===== config.mk =====
export PLATFORM = sky130hd
export DESIGN_NAME = dl_top
export DESIGN_NICKNAME = d
export VERILOG_FILES = /design/src/hw/dl_pkg.sv /design/src/hw/cart_loader.sv /design/src/hw/cheat_assembler.sv /design/src/hw/dl_top.sv /design/src/hw/ioctl_router.sv
export VERILOG_INCLUDE_DIRS = /design/src /design/src/hw
export SDC_FILE = /design/constraint.sdc
export NUM_CORES = 1
export LEC_CHECK = 0
export ABC_AREA = 1
export CAP_MARGIN = 5
export CORE_MARGIN = 10
export CORE_UTILIZATION = 57
export DETAILED_ROUTE_END_ITERATION = 10
export DONT_BUFFER_PORTS = 1
export PLACE_DENSITY = 0.75
export SYNTH_ARGS = -nofsm -noshare
export SYNTH_HDL_FRONTEND = slang
export SYNTH_HIERARCHICAL = 1
export SYNTH_SLANG_ARGS = --single-unit

===== constraint.sdc =====
create_clock -name clk_sys -period 1.6 [get_ports clk_sys]
set_input_delay 0.08 -clock clk_sys [delete_from_list [all_inputs] [get_ports clk_sys]]
set_output_delay 0.08 -clock clk_sys [all_outputs]
set_load 0.03 [all_outputs]

===== src/hw/dl_defs.svh =====
// ==============================
// Stream indexes follow the host menu layout
// Any other index is taken as a cartridge image
// ==============================
`ifndef DL_DEFS_SVH
`define DL_DEFS_SVH

// Host stream indexes
`define DL_IDX_SYSMODE 4
`define DL_IDX_DSW     254
`define DL_IDX_CODE    255

// Low index bits of a handheld cartridge
`define DL_IDX_GG      2

// Copier header prepended to some images
`define DL_HDR_BYTES   512

// Address widths
`define DL_AW          25
`define ROM_AW         22

`endif


===== src/hw/dl_pkg.sv =====
// ==============================
// Shared types of the download path
// Cheat words are stored big-endian
// ==============================
`include "dl_defs.svh"

package dl_pkg;

	// Beat kind as decoded from the stream index
	typedef enum logic [2:0] {
		kind_none,
		kind_cart,
		kind_code,
		kind_sysmode,
		kind_dsw
	} dl_kind_e;

	// One registered host write
	typedef struct packed {
		logic             wr;
		dl_kind_e         kind;
		logic [4:0]       idx;
		logic [`DL_AW-1:0] addr;
		logic [7:0]       data;
	} dl_beat_t;

	// Cheat record fields, flags in the top word
	typedef struct packed {
		logic [31:0] flags;
		logic [31:0] addr;
		logic [31:0] compare;
		logic [31:0] replace;
	} cheat_fields_t;

	// Byte 0 is the most significant byte of the flags
	typedef union packed {
		logic [0:15][7:0] bytes;
		cheat_fields_t    f;
	} cheat_code_u;

	typedef struct packed {
		logic [`ROM_AW-1:0] size_mask;
		logic [`ROM_AW-1:0] hdr_mask;
		logic               hdr;
		logic               gg;
		logic               arcade;
	} cart_info_t;

	typedef struct packed {
		logic [7:0]      sysmode;
		logic [2:0][7:0] dsw;
	} sys_cfg_t;

endpackage


===== src/hw/cart_loader.sv =====
// ==============================
// One write in flight, host must honor ioctl_wait
// Memory acks by copying rom_req
// ==============================
`include "dl_defs.svh"

module cart_loader (
	input  logic                 clk_sys,
	input  logic                 RESET,
	input  dl_pkg::dl_beat_t     beat,
	input  logic                 cart_download,
	input  logic                 rom_ack,
	input  logic [`ROM_AW-1:0]   rom_raddr,
	output logic                 ioctl_wait,
	output logic                 rom_req,
	output logic [`ROM_AW-1:0]   rom_waddr,
	output logic [7:0]           rom_wdata,
	output logic [`ROM_AW-1:0]   mem_raddr,
	output dl_pkg::cart_info_t   cart_info
);
	import dl_pkg::*;

	logic               cart_q;
	logic               cart_beat;
	logic [`ROM_AW-1:0] beat_a;
	logic [`ROM_AW-1:0] end_a;
	logic [`ROM_AW-1:0] hdr_off;

	assign cart_beat = beat.wr & cart_download;
	assign beat_a    = beat.addr[`ROM_AW-1:0];
	assign hdr_off   = beat_a - `ROM_AW'(`DL_HDR_BYTES);

	// Image end is one past the last byte written
	assign end_a     = beat_a + 1'b1;

	// ==============================
	// Write handshake
	// ==============================
	always_ff @(posedge clk_sys) begin
		if (RESET) begin
			cart_q     <= 1'b0;
			ioctl_wait <= 1'b0;
			rom_req    <= 1'b0;
			rom_waddr  <= '0;
		end else begin
			cart_q <= cart_download;
			if (cart_beat) begin
				ioctl_wait <= 1'b1;
				rom_req    <= ~rom_req;
			end else if (ioctl_wait && rom_req == rom_ack) begin
				ioctl_wait <= 1'b0;
				rom_waddr  <= rom_waddr + 1'b1;
			end
			// New image starts at zero
			if (cart_download && !cart_q)
				rom_waddr <= '0;
		end
	end

	always_ff @(posedge clk_sys) begin
		if (cart_beat)
			rom_wdata <= beat.data;
	end

	// ==============================
	// Masks and flags
	// ==============================
	always_ff @(posedge clk_sys) begin
		if (RESET) begin
			cart_info <= '0;
		end else begin
			if (cart_beat) begin
				cart_info.size_mask <=
					(beat.addr == '0 ? '0 : cart_info.size_mask) | beat_a;
				cart_info.hdr_mask <=
					(beat.addr == `DL_AW'(`DL_HDR_BYTES) ? '0 : cart_info.hdr_mask) |
					hdr_off;
				cart_info.gg <= beat.idx == 5'(`DL_IDX_GG);
				if (beat.idx == 5'd1 || beat.idx == 5'(`DL_IDX_GG))
					cart_info.arcade <= 1'b0;
			end
			if (beat.wr && beat.kind == kind_sysmode)
				cart_info.arcade <= 1'b1;
			// Odd half-kilobyte end means a copier header
			if (cart_q && !cart_download)
				cart_info.hdr <= end_a[9];
		end
	end

	// Console read translation
	assign mem_raddr = cart_info.hdr ?
		(rom_raddr + `ROM_AW'(`DL_HDR_BYTES)) & cart_info.hdr_mask :
		rom_raddr & cart_info.size_mask;

endmodule


===== src/hw/cheat_assembler.sv =====
// ==============================
// Record offset is the low 4 address bits
// Valid fires on offset 15 whatever came before
// ==============================
`include "dl_defs.svh"

module cheat_assembler (
	input  logic                  clk_sys,
	input  logic                  RESET,
	input  dl_pkg::dl_beat_t      beat,
	output dl_pkg::cheat_code_u   code,
	output logic                  code_valid
);
	import dl_pkg::*;

	logic       code_beat;
	logic [3:0] offset;

	assign code_beat = beat.wr && beat.kind == kind_code;
	assign offset    = beat.addr[3:0];

	// ==============================
	// Record fill
	// ==============================
	always_ff @(posedge clk_sys) begin
		if (code_beat)
			code.bytes[offset] <= beat.data;
	end

	// Strobe once the last byte is in
	always_ff @(posedge clk_sys) begin
		if (RESET)
			code_valid <= 1'b0;
		else
			code_valid <= code_beat && offset == 4'd15;
	end

endmodule


===== src/hw/dl_top.sv =====
// ==============================
// Download path of the console core
// ROM memory and read requester sit outside
// ==============================
`include "dl_defs.svh"

module dl_top (
	input  logic                  clk_sys,
	input  logic                  RESET,
	input  logic                  ioctl_wr,
	input  logic [`DL_AW-1:0]     ioctl_addr,
	input  logic [7:0]            ioctl_index,
	input  logic [7:0]            ioctl_dout,
	input  logic                  ioctl_download,
	input  logic                  rom_ack,
	input  logic [`ROM_AW-1:0]    rom_raddr,
	output logic                  ioctl_wait,
	output logic                  rom_req,
	output logic [`ROM_AW-1:0]    rom_waddr,
	output logic [7:0]            rom_wdata,
	output logic [`ROM_AW-1:0]    mem_raddr,
	output dl_pkg::cart_info_t    cart_info,
	output dl_pkg::sys_cfg_t      sys_cfg,
	output dl_pkg::cheat_code_u   code,
	output logic                  code_valid
);
	import dl_pkg::*;

	dl_beat_t beat;
	logic     download_q;
	logic     cart_download;

	ioctl_router u_router (
		.clk_sys        (clk_sys),
		.RESET          (RESET),
		.ioctl_wr       (ioctl_wr),
		.ioctl_addr     (ioctl_addr),
		.ioctl_index    (ioctl_index),
		.ioctl_dout     (ioctl_dout),
		.ioctl_download (ioctl_download),
		.beat           (beat),
		.sys_cfg        (sys_cfg)
	);

	// Download level delayed to line up with the beat
	always_ff @(posedge clk_sys) begin
		if (RESET)
			download_q <= 1'b0;
		else
			download_q <= ioctl_download;
	end

	assign cart_download = download_q && beat.kind == kind_cart;

	cart_loader u_loader (
		.clk_sys       (clk_sys),
		.RESET         (RESET),
		.beat          (beat),
		.cart_download (cart_download),
		.rom_ack       (rom_ack),
		.rom_raddr     (rom_raddr),
		.ioctl_wait    (ioctl_wait),
		.rom_req       (rom_req),
		.rom_waddr     (rom_waddr),
		.rom_wdata     (rom_wdata),
		.mem_raddr     (mem_raddr),
		.cart_info     (cart_info)
	);

	cheat_assembler u_cheat (
		.clk_sys    (clk_sys),
		.RESET      (RESET),
		.beat       (beat),
		.code       (code),
		.code_valid (code_valid)
	);

endmodule


===== src/hw/ioctl_router.sv =====
// ==============================
// Kind and index follow the host every cycle
// Address and data are captured on writes only
// ==============================
`include "dl_defs.svh"

module ioctl_router (
	input  logic                 clk_sys,
	input  logic                 RESET,
	input  logic                 ioctl_wr,
	input  logic [`DL_AW-1:0]    ioctl_addr,
	input  logic [7:0]           ioctl_index,
	input  logic [7:0]           ioctl_dout,
	input  logic                 ioctl_download,
	output dl_pkg::dl_beat_t     beat,
	output dl_pkg::sys_cfg_t     sys_cfg
);
	import dl_pkg::*;

	dl_kind_e kind_d;

	// Index decode, anything unlisted is a cartridge
	always_comb begin
		case (ioctl_index)
			8'(`DL_IDX_CODE):    kind_d = kind_code;
			8'(`DL_IDX_DSW):     kind_d = kind_dsw;
			8'(`DL_IDX_SYSMODE): kind_d = kind_sysmode;
			default:             kind_d = kind_cart;
		endcase
	end

	// ==============================
	// Beat register
	// ==============================
	always_ff @(posedge clk_sys) begin
		if (RESET) begin
			beat.wr   <= 1'b0;
			beat.kind <= kind_none;
		end else begin
			beat.wr   <= ioctl_wr;
			beat.kind <= kind_d;
		end
		beat.idx <= ioctl_index[4:0];
		// Payload holds the last written byte
		if (ioctl_wr) begin
			beat.addr <= ioctl_addr;
			beat.data <= ioctl_dout;
		end
	end

	// ==============================
	// System mode and DIP bytes
	// ==============================
	always_ff @(posedge clk_sys) begin
		if (RESET) begin
			sys_cfg <= '0;
		end else if (beat.wr) begin
			if (beat.kind == kind_sysmode && beat.addr == '0)
				sys_cfg.sysmode <= beat.data;
			// Three DIP banks, the fourth slot is ignored
			if (beat.kind == kind_dsw && beat.addr[`DL_AW-1:2] == '0 &&
					beat.addr[1:0] != 2'd3)
				sys_cfg.dsw[beat.addr[1:0]] <= beat.data;
		end
	end

endmodule


After elaboration in Yosys (flattened, before gate mapping)
Cells that the tools add are included.
{"block": "totals", "ff_bits": 284, "in_bits": 68, "out_inout_bits": 262}
{"block": "classes", "n_addsub": 4, "magnitude_cmp": 4, "eq_ne": 13, "mux": 15, "bitwise_logic": 8, "n_reduce_logical": 25}
{"cell": "$bwmux 128", "count": 1}
{"cell": "$mux 22", "count": 3}
{"cell": "$and 22x22->22", "count": 2}
{"cell": "$or 22x22->22", "count": 2}
{"cell": "$demux 8 s4", "count": 1}
{"cell": "$eq 25x10->1 const B", "count": 1}
{"cell": "$logic_not 25->1", "count": 1}
{"cell": "$bwmux 24", "count": 1}
{"cell": "$logic_not 23->1", "count": 1}
{"cell": "$add 22x1->22 const B", "count": 1}
{"cell": "$add 22x10->22 const B", "count": 1}
{"cell": "$sub 22x10->22 const B", "count": 1}
{"cell": "$demux 8 s2", "count": 1}
{"cell": "$eq 8x8->1 const B", "count": 2}
{"cell": "$mux 8", "count": 2}
{"cell": "$logic_and 1x1->1", "count": 12}
{"cell": "$add 10x1->10 const B", "count": 1}
{"cell": "$pmux 3 s3", "count": 1}
{"cell": "$eq 8x3->1 const B", "count": 1}
{"cell": "$reduce_and 2->1", "count": 4}
{"cell": "$eq 3x2->1 const B", "count": 2}
{"cell": "$reduce_bool 2->1", "count": 3}
{"cell": "$eq 5x1->1 const B", "count": 1}
{"cell": "$eq 5x2->1 const B", "count": 1}
{"cell": "other kinds (16)", "count": 22}

Logic depth before layout (Yosys ltp)
Gate-level depths: netlist (run 1).
{"block": "logic_depth", "depth_word": 6, "depth_mapped": 12, "ltp_nobuf": 12}

By module
The synthesis (run 1) kept the hierarchy.
{"mod": "cheat_assembler", "n_inst": 1, "cells_each": 171, "area_each_um2": 4036.4, "seq_area_each_um2": 3863.7}
{"mod": "cart_loader", "n_inst": 1, "cells_each": 594, "area_each_um2": 4026.4, "seq_area_each_um2": 1681.6}
{"mod": "ioctl_router", "n_inst": 1, "cells_each": 294, "area_each_um2": 2800.2, "seq_area_each_um2": 1811.7}
{"mod": "dl_top", "n_inst": 1, "cells_each": 8, "area_each_um2": 48.8, "seq_area_each_um2": 20.0}

Worst setup path before layout (run 1)
No wires, ideal clock.
{"block": "synth_path", "path_kind": "flip-flop to output port", "from": "register, netlist name u_loader/cart_info[2]", "to": "output mem_raddr[13]", "t_arrival_ns": 1.791, "required_ns": 1.520, "setup_slack_ns": -0.271, "path_stages_with_launch": 5, "path_buffers": 2, "path_cell_list": "dfxtp_1 buf_2 inv_1 clkbuf_1 o31ai_1"}
{"block": "synth_via", "elab_chain_cells": 1}
{"element": "$mux 22", "line": "cart_loader.sv:91", "text": "assign mem_raddr = cart_info.hdr ?"}
{"element": "end: declaration", "line": "dl_top.sv:21", "text": "output logic [`ROM_AW-1:0] mem_raddr,"}
No other way between the ends.

Worst setup path after layout (run 1)
{"block": "layout_path", "from": "register, netlist name u_loader/cart_info[2]", "to": "output mem_raddr[2]"}
{"block": "layout_via", "elab_chain_cells": 1}
{"element": "$mux 22", "line": "cart_loader.sv:91"}
No other way between the ends.

==> results of run 1 <==
final cells by class:
class	count	area share, %
well taps	234	1.981
diodes	1	0.01693
repair buffers	206	13.98
inverters	95	2.429
flip-flops and latches	284	50.07
multi-input cells	657	25.64
clock buffers	33	4.723
clock inverters	17	1.160
worst paths after layout:
check | from | end | slack [ns] | cells after the start
worst min register to register | u_loader/rom_waddr[16] | u_loader/rom_waddr[16] | 0.53 | 2
worst min-delay path | ioctl_addr[6] | u_router/beat[14] | 0.16 | 1
worst max register to register | u_router/beat[38] | u_loader/cart_info[18] | -0.19 | 10
worst max-delay path | u_loader/cart_info[2] | mem_raddr[2] | -0.20 | 5
power groups by stage:
stage | Clock (µW) | Combinational, µW | Sequential [µW]
finish | 6400 | 1010 | 8040
global placement | 0 | 603 | 8170
global route | 6800 | 1070 | 8050
floorplan | 0 | 323 | 8190
detailed placement | 0 | 619 | 8170
CTS | 6330 | 813 | 8020
placed cells by master (no fill, tap or decap), types with 18 or more instances in the layout:
cell / count
a21oi_1: 58
a21oi_2: 38
buf_4: 120
clkbuf_16: 34
dfxtp_1: 97
dlygate4sd3_1: 48
edfxtp_1: 169
inv_1: 82
nand2_1: 159
nand2_2: 38
nand2_4: 33
nand3_1: 59
nor2_1: 136
nor2_2: 18
sequential cells by signal, summed over array words and instances, names as in the netlist:
| signal | flops |
|---|---|
| u_cheat/code | 128 |
| u_loader/cart_info | 47 |
| u_router/beat | 42 |
| u_router/sys_cfg | 32 |
| u_loader/rom_waddr | 22 |
| u_loader/rom_wdata | 8 |
| download_q | 1 |
| u_cheat/code_valid | 1 |
| u_loader/cart_q | 1 |
| u_loader/ioctl_wait | 1 |
| u_loader/rom_req | 1 |
repair_timing:
item / CTS / global route
cloned: 3 / 9
hold endpoints to repair: 172 / 0
pin swaps: 5 / 39
buffers inserted: 2 / 21
gates resized for setup: 38 / 226
hold buffers: 50 / 0
setup endpoints to repair: 20 / 168
cells in the mapped netlist:
cell type	n
nor3_1	15
nor2_2	9
nor2_1	154
clkinv_1	1
xnor2_1	2
edfxtp_1	169
nand2_1	226
a21oi_2	1
buf_4	2
a21oi_1	97
inv_1	91
o31ai_1	1
dfxtp_1	115
nor2_8	1
xor2_1	8
buf_2	5
o21bai_1	2
ha_1	3
inv_2	3
nand2_2	5
nand3b_1	2
buf_1	3
or2_4	1
nand4_1	14
clkbuf_1	13
o21ai_1	1
o21ai_0	30
or2_2	3
nor2_4	5
o22ai_1	1
a22oi_1	1
nand3_1	72
nor4_1	1
buf_6	8
o21a_1	2
per-stage QoR:
stage	TNS, ns	total power, µW	instances
6_report	-6.979	15450	1527
5_1_grt	-12.51	15910	1527
4_1_cts	-0.8391	15160	1496
3_5_place_dp	0	8793	1391
3_3_place_gp	0	8773	1391
2_1_floorplan	-0.03850	8514	1067
worst register-to-register path, cell delays in order (launching register included):
cell and delay (ns):
dfxtp_2 0.35, nand2_2 0.07, nor2_4 0.15, nand2_4 0.09, inv_4 0.08, buf_4 0.15
buf_12 0.17, nand3_1 0.15, o22ai_1 0.24, inv_1 0.08, a21oi_1 0.17
kinds of logic after synthesis:
family	after synthesis
buffers and inverters	126
DFF	284
adders and majority gates	3
AOI/OAI and AO/OA	136
and+or+nand+nor	508
xor gates and xnor gates	10
per-layer routing:
layer  vias up  GRT usage (%)
li1       3981              -
met1      4351          28.32
met2       772          43.28
met3       182          6.611
met4         0          5.426
met5         -              0
==> impl_metrics.env, run 1 <==
export IMPL_status="complete, but fails checks"
export IMPL_violations="negative setup slack"
export IMPL_cp_common_cell="buf_4"
export IMPL_core_mm2=0.01877
export IMPL_holdWs_ns=0.1591
export IMPL_final_seq_area_mm2=0.007402
export IMPL_syn_mean_instance_area_um2=10.23
export IMPL_rsz0062_at_grt="true"
export IMPL_clock_fmax_mhz=555.1
export IMPL_crit_type="reg2out"
export IMPL_synth_xor_area_share_pct=0.8027
export IMPL_clk_latency_ns=0.55
export IMPL_peakVddDrop_mv=0.7949
export IMPL_drt_first_pass_iters=5
export IMPL_critPathCaptureType="output pin"
export IMPL_overflow=0
export IMPL_cp_arrival_ns=1.72
export IMPL_path_buf_inv=3
export IMPL_fin_util_pct=78.77
export IMPL_synth_fp_nets=1138
export IMPL_grt_pass1_vias=8076
export IMPL_dp_hpwl_mm=21.66
export IMPL_avgViaCountPerCell=6.081
export IMPL_wl_per_cell_um=25.28
export IMPL_p_sw_uw=3579
export IMPL_synth_area_leader_cell="edfxtp_1"
export IMPL_num_rows=50
export IMPL_clock_sinks=284
export IMPL_start_kind="flip-flop"
export IMPL_synth_compound_area_share_pct=6.421
export IMPL_synth_seq_cells=284
export IMPL_slowest_delay_ns=0.41
export IMPL_p_int_uw=11870
export IMPL_finalHoldViolations=0
export IMPL_maxCapViolCount=0
export IMPL_setup_violations=103
export IMPL_period_share_pct=112.6
export IMPL_combPwrFrac_pct=6.6
export IMPL_grt_max_degree=58
export IMPL_routed_wl_met2_mm=19.14
export IMPL_crit_fanout=13
export IMPL_leakagePower_uw=0.005628
export IMPL_num_vias=9286
export IMPL_layout_nets=1342
export IMPL_yosys_warnings=6
export IMPL_antenna_found_initial=1
export IMPL_p_seq_share_pct=52.0
export IMPL_synth_area_leaders="edfxtp_1 (47%), dfxtp_1 (21%), nand2_1 (7.8%)"
export IMPL_grt_use_total_pct=24.20
export IMPL_syn_cell_area_mm2=0.01091
export IMPL_crit_family="buffers and inverters"
export IMPL_cp_slowest_cell="dfxtp_4"
export IMPL_antenna_left=0
export IMPL_wl_met3_mm=4.409
export IMPL_layout_drive_gt1_share_pct=31.58
export IMPL_synth_cells=1067
export IMPL_die_h_um=158.4
export IMPL_synth_simple_area_share_pct=19.81
export IMPL_multi_input_area_mm2=0.003790
export IMPL_synth_top_family_by_area="simple AND/OR/NAND/NOR gates"
export IMPL_report_final_slew_viol_count=0
export IMPL_fin_crit_ns=1.801
export IMPL_grt_pass1_wl_mm=47.29
export IMPL_portBuffers=0
export IMPL_synth_top_cell_area_share_pct=46.51
export IMPL_fill_cells=1041
export IMPL_cp_required_ns=1.52
export IMPL_place_ws_ns=0.02566
export IMPL_areaGrowthSynthToFinish_pct=35.48
export IMPL_swShare_pct=23.16
export IMPL_synth_mux_area_share_pct=0
export IMPL_clkTransAtPathRegs_ns=0.07
export IMPL_yosysUniqueCellTypes=35
export IMPL_io_pins=330
export IMPL_start_util_pct=58.14
export IMPL_fin_ws_ns=-0.2015
export IMPL_worst_slew_pin_slew_ns=0.6155
export IMPL_yosysSeqAreaShare_pct=67.61
export IMPL_cts_root_buf="clkbuf_16"
export IMPL_final_area_mm2=0.01478
export IMPL_cts_made_buffers=27
export IMPL_clock_skew_ns=0.01779
export IMPL_die_area_mm2=0.02508
export IMPL_die_x_um=158.4
export IMPL_gp_congestion=0.8684
export IMPL_highest_layer="met4"
export IMPL_cts_tree="done"
export IMPL_power_density_mw_per_mm2=1045
export IMPL_p_clk_share_pct=41.4
export IMPL_drt_iter0_drc=901
export IMPL_synth_fa_ha_area_share_pct=0.3440
export IMPL_remaining_drc_errors=0
export IMPL_routed_wl_mm=38.60
export IMPL_wl_met1_mm=13.17
export IMPL_cts_buffer_depth=3
export IMPL_worstPathCellList="buf_4 > buf_16 > o21ai_1 > nor2_1 > buf_4"
export IMPL_max_slew_margin_rel_pct=58.65
export IMPL_placed_cell_area_mm2=0.01206
export IMPL_htreeDepth=1
export IMPL_hold_path_class="in2reg"
Note: power is estimated with default switching activity, not from simulation.
==> run 2, diff against run 1 <==
--- a/config.mk
+++ b/config.mk
@@ -6,12 +6,13 @@
 export SDC_FILE = /design/constraint.sdc
 export NUM_CORES = 1
 export LEC_CHECK = 0
-export ABC_AREA = 1
+export ABC_AREA = 0
 export CAP_MARGIN = 5
 export CORE_MARGIN = 10
 export CORE_UTILIZATION = 57
 export DETAILED_ROUTE_END_ITERATION = 10
 export DONT_BUFFER_PORTS = 1
+export GPL_TIMING_DRIVEN = 0
 export PLACE_DENSITY = 0.75
 export SYNTH_ARGS = -nofsm -noshare
 export SYNTH_HDL_FRONTEND = slang
==> constraint.sdc (replaced) <==
create_clock -name clk_sys -period 1.58 [get_ports clk_sys]
set_input_delay 0.079 -clock clk_sys [delete_from_list [all_inputs] [get_ports clk_sys]]
set_output_delay 0.079 -clock clk_sys [all_outputs]
set_load 0.03 [all_outputs]
==> run 2 against run 1 <==
  * The run still ends with negative setup slack left
  * Clock skew up 0.0017 ns
  * Die area shrank 0.88%
  * Setup slack got worse by 0.36 ns
  * Count of clock-buffer cells in the layout is 3 higher
  * Critical path type is now reg2reg
==> impl_metrics.env, run 2 <==
export IMPL_power_density_mw_per_mm2=1088
export IMPL_wl_per_cell_um=30.96
export IMPL_rrSetupSlack_ns=-0.56
export IMPL_synth_cells=825
export IMPL_die_area_mm2=0.02486
export IMPL_gp_congestion=0.8618
export IMPL_placed_cells=1059
export IMPL_yosysSeqAreaShare_pct=68.29
export IMPL_portBuffers=0
export IMPL_holdWs_ns=0.02582
export IMPL_io_pins=330
export IMPL_drt_iter0_drc=1061
export IMPL_grt_pass1_wl_mm=51.46
export IMPL_start_util_pct=57.75
export IMPL_min_to="u_router/sys_cfg[31]"
export IMPL_fin_crit_ns=2.139
export IMPL_timing_rr_start="u_router/beat[20]"
export IMPL_layout_drive_gt1_share_pct=34.72
export IMPL_grt_pass1_vias=8098
export IMPL_crit_type="reg2reg"
export IMPL_synth_fp_nets=896
export IMPL_worstPathCellList="buf_6 > nor4_4 > nand4b_1 > clkbuf_4 > o21ai_1 > a21oi_1"
export IMPL_hold_path_class="in2reg"
export IMPL_setup_tns_ns=-49.75
export IMPL_synthFlopType="edfxtp_1"
export IMPL_synth_top_cell_area_share_pct=46.98
export IMPL_start_kind="flip-flop"
export IMPL_cts_buffer_depth=3
export IMPL_slowest_delay_ns=0.45
export IMPL_layout_common_cells="edfxtp_1 (169), dfxtp_1 (85), buf_4 (61)"
export IMPL_cts_tree="done"
export IMPL_clkTransAtPathRegs_ns=0.07
export IMPL_grt_use_total_pct=27.00
export IMPL_cp_arrival_ns=2.52
export IMPL_yosysUniqueCellTypes=62
export IMPL_remaining_drc_errors=0
export IMPL_drt_first_pass_iters=5
export IMPL_synth_most_common_cell="edfxtp_1"
export IMPL_status="complete, but fails checks"
export IMPL_largest_register_ffs=128
export IMPL_critPathCaptureType="flip-flop"
export IMPL_grt_max_degree=35
export IMPL_clk_latency_ns=0.54
export IMPL_leakagePower_uw=0.005308
export IMPL_rsz0062_at_grt="true"
export IMPL_synth_area_leaders="edfxtp_1 (47%), dfxtp_1 (21%), mux2i_1 (3.9%)"
export IMPL_antenna_left=0
export IMPL_antenna_found_initial=2
export IMPL_die_x_um=157.7
export IMPL_synth_area_leader_cell="edfxtp_1"
export IMPL_syn_cell_area_mm2=0.01080
export IMPL_areaGrowthSynthToFinish_pct=39.81
export IMPL_peakVddDrop_mv=0.8653
export IMPL_synth_edf_count=169
export IMPL_dp_hpwl_mm=21.14
export IMPL_min_from="RESET"
export IMPL_avgViaCountPerCell=6.642
export IMPL_crit_fanout=10
export IMPL_fin_ws_ns=-0.5590
export IMPL_finalPower_uw=16430
export IMPL_final_area_mm2=0.01510
export IMPL_period_share_pct=135.4
export IMPL_num_vias=8422
export IMPL_cts_made_buffers=26
export IMPL_setup_violations=233
export IMPL_finalHoldViolations=0
export IMPL_syn_mean_instance_area_um2=13.09
export IMPL_routed_wl_mm=39.25
export IMPL_maxCapViolCount=0
export IMPL_clock_skew_ns=0.01949
export IMPL_synth_seq_cells=284
export IMPL_ys_async_sr_fraction_pct=0
export IMPL_synth_common_cells="edfxtp_1 (169), dfxtp_1 (115), nand2_1 (66), a21oi_1 (58), nand2b_1 (48)"
export IMPL_placed_cell_area_mm2=0.01140
export IMPL_core_mm2=0.01871
export IMPL_overflow=0
export IMPL_yosys_warnings=6
export IMPL_clock_fmax_mhz=467.5
export IMPL_die_h_um=157.7
export IMPL_num_rows=50
export IMPL_cts_root_buf="clkbuf_16"
export IMPL_final_common_cell="edfxtp_1"
export IMPL_layout_nets=1082
export IMPL_max_slew_margin_rel_pct=46.19
export IMPL_violations="negative setup slack"
export IMPL_rr_endpoint="u_loader/cart_info[38]"
export IMPL_worst_r2r_cell_count=6
export IMPL_cp_slowest_cell="edfxtp_1"
export IMPL_final_cells=1268
export IMPL_cp_required_ns=1.96
export IMPL_min_path_cells=3
export IMPL_htreeDepth=1
export IMPL_report_final_slew_viol_count=0
export IMPL_clock_sinks=284
export IMPL_worst_slew_pin_slew_ns=0.8071
## run 2: power by group
| group | total [µW] | switching (µW) | internal, µW |
|---|---|---|---|
| registers | 8220 | 265 | 7960 |
| logic | 984 | 521 | 463 |
| clock network | 7220 | 2860 | 4360 |
## run 2: how the worst max path moves through the flow
stage	start	to	slack (ns)	cells after the start
floorplan	u_router/beat[10]	u_router/sys_cfg[0]	-0.22	5
global placement	u_router/beat[9]	u_cheat/code[98]	-0.74	2
detailed placement	u_router/beat[9]	u_cheat/code[97]	-0.87	2
CTS	u_router/beat[11]	u_router/sys_cfg[21]	-0.33	4
global route	u_router/beat[20]	u_loader/cart_info[38]	-0.59	6
finish	u_router/beat[20]	u_loader/cart_info[38]	-0.56	6
## run 2: metrics by stage
stage	setup slack, ns	util, %
CTS	-0.3253	78.00
finish	-0.5590	80.74
global placement	-0.7449	60.94
global route	-0.5871	80.72
detailed placement	-0.8678	60.94
floorplan	-0.2235	-
## run 2: cell families after synthesis
kind of cell             Yosys count  synth area share, %
adder cells (fa/ha/maj)            3               0.3475
multiplexers                      43                3.996
flip-flops                       284                68.29
buffers and inverters             53                2.397
XOR/XNOR                          26                2.282
AO/OA/AOI/OAI                    143                7.459
AND/OR/NAND/NOR                  273                15.23
## run 2: cell type report
class                      instances  area [µm²]
sequential                       284        7442
multi-input combinational        488        4170
fill                             868        3602
timing repair buffer             160        1728
clock buffer                      36       758.2
buffer                            39       426.7
tap                              234       292.8
clock inverter                    12       232.7
inverter                          12       45.04
antenna                            3       7.507
## run 2: timing repair
| action | CTS | global route |
|---|---|---|
| pin swaps | 51 | 42 |
| hold buffers | 48 | 0 |
| buffers inserted | 89 | 19 |
| gates resized for setup | 173 | 96 |
| cloned | 6 | 2 |
| hold endpoints to repair | 94 | 0 |
| setup endpoints to repair | 258 | 261 |
## run 2: metal layers
layer | vias up | GRT usage [%] | wire length (µm)
met5 | - | 0 | 0
met4 | 0 | 8.192 | 1875
met3 | 181 | 8.033 | 4377
met2 | 706 | 48.45 | 19860
met1 | 4075 | 30.17 | 13140
li1 | 3460 | - | -
## run 2: worst max-delay path, delay by kind of cell (launching register included)
| kind | cells | cell delay (ns) |
|---|---|---|
| compound gates | 2 | 0.35 |
| buf+inv | 2 | 0.46 |
| flops | 1 | 0.45 |
| simple gates | 2 | 0.70 |
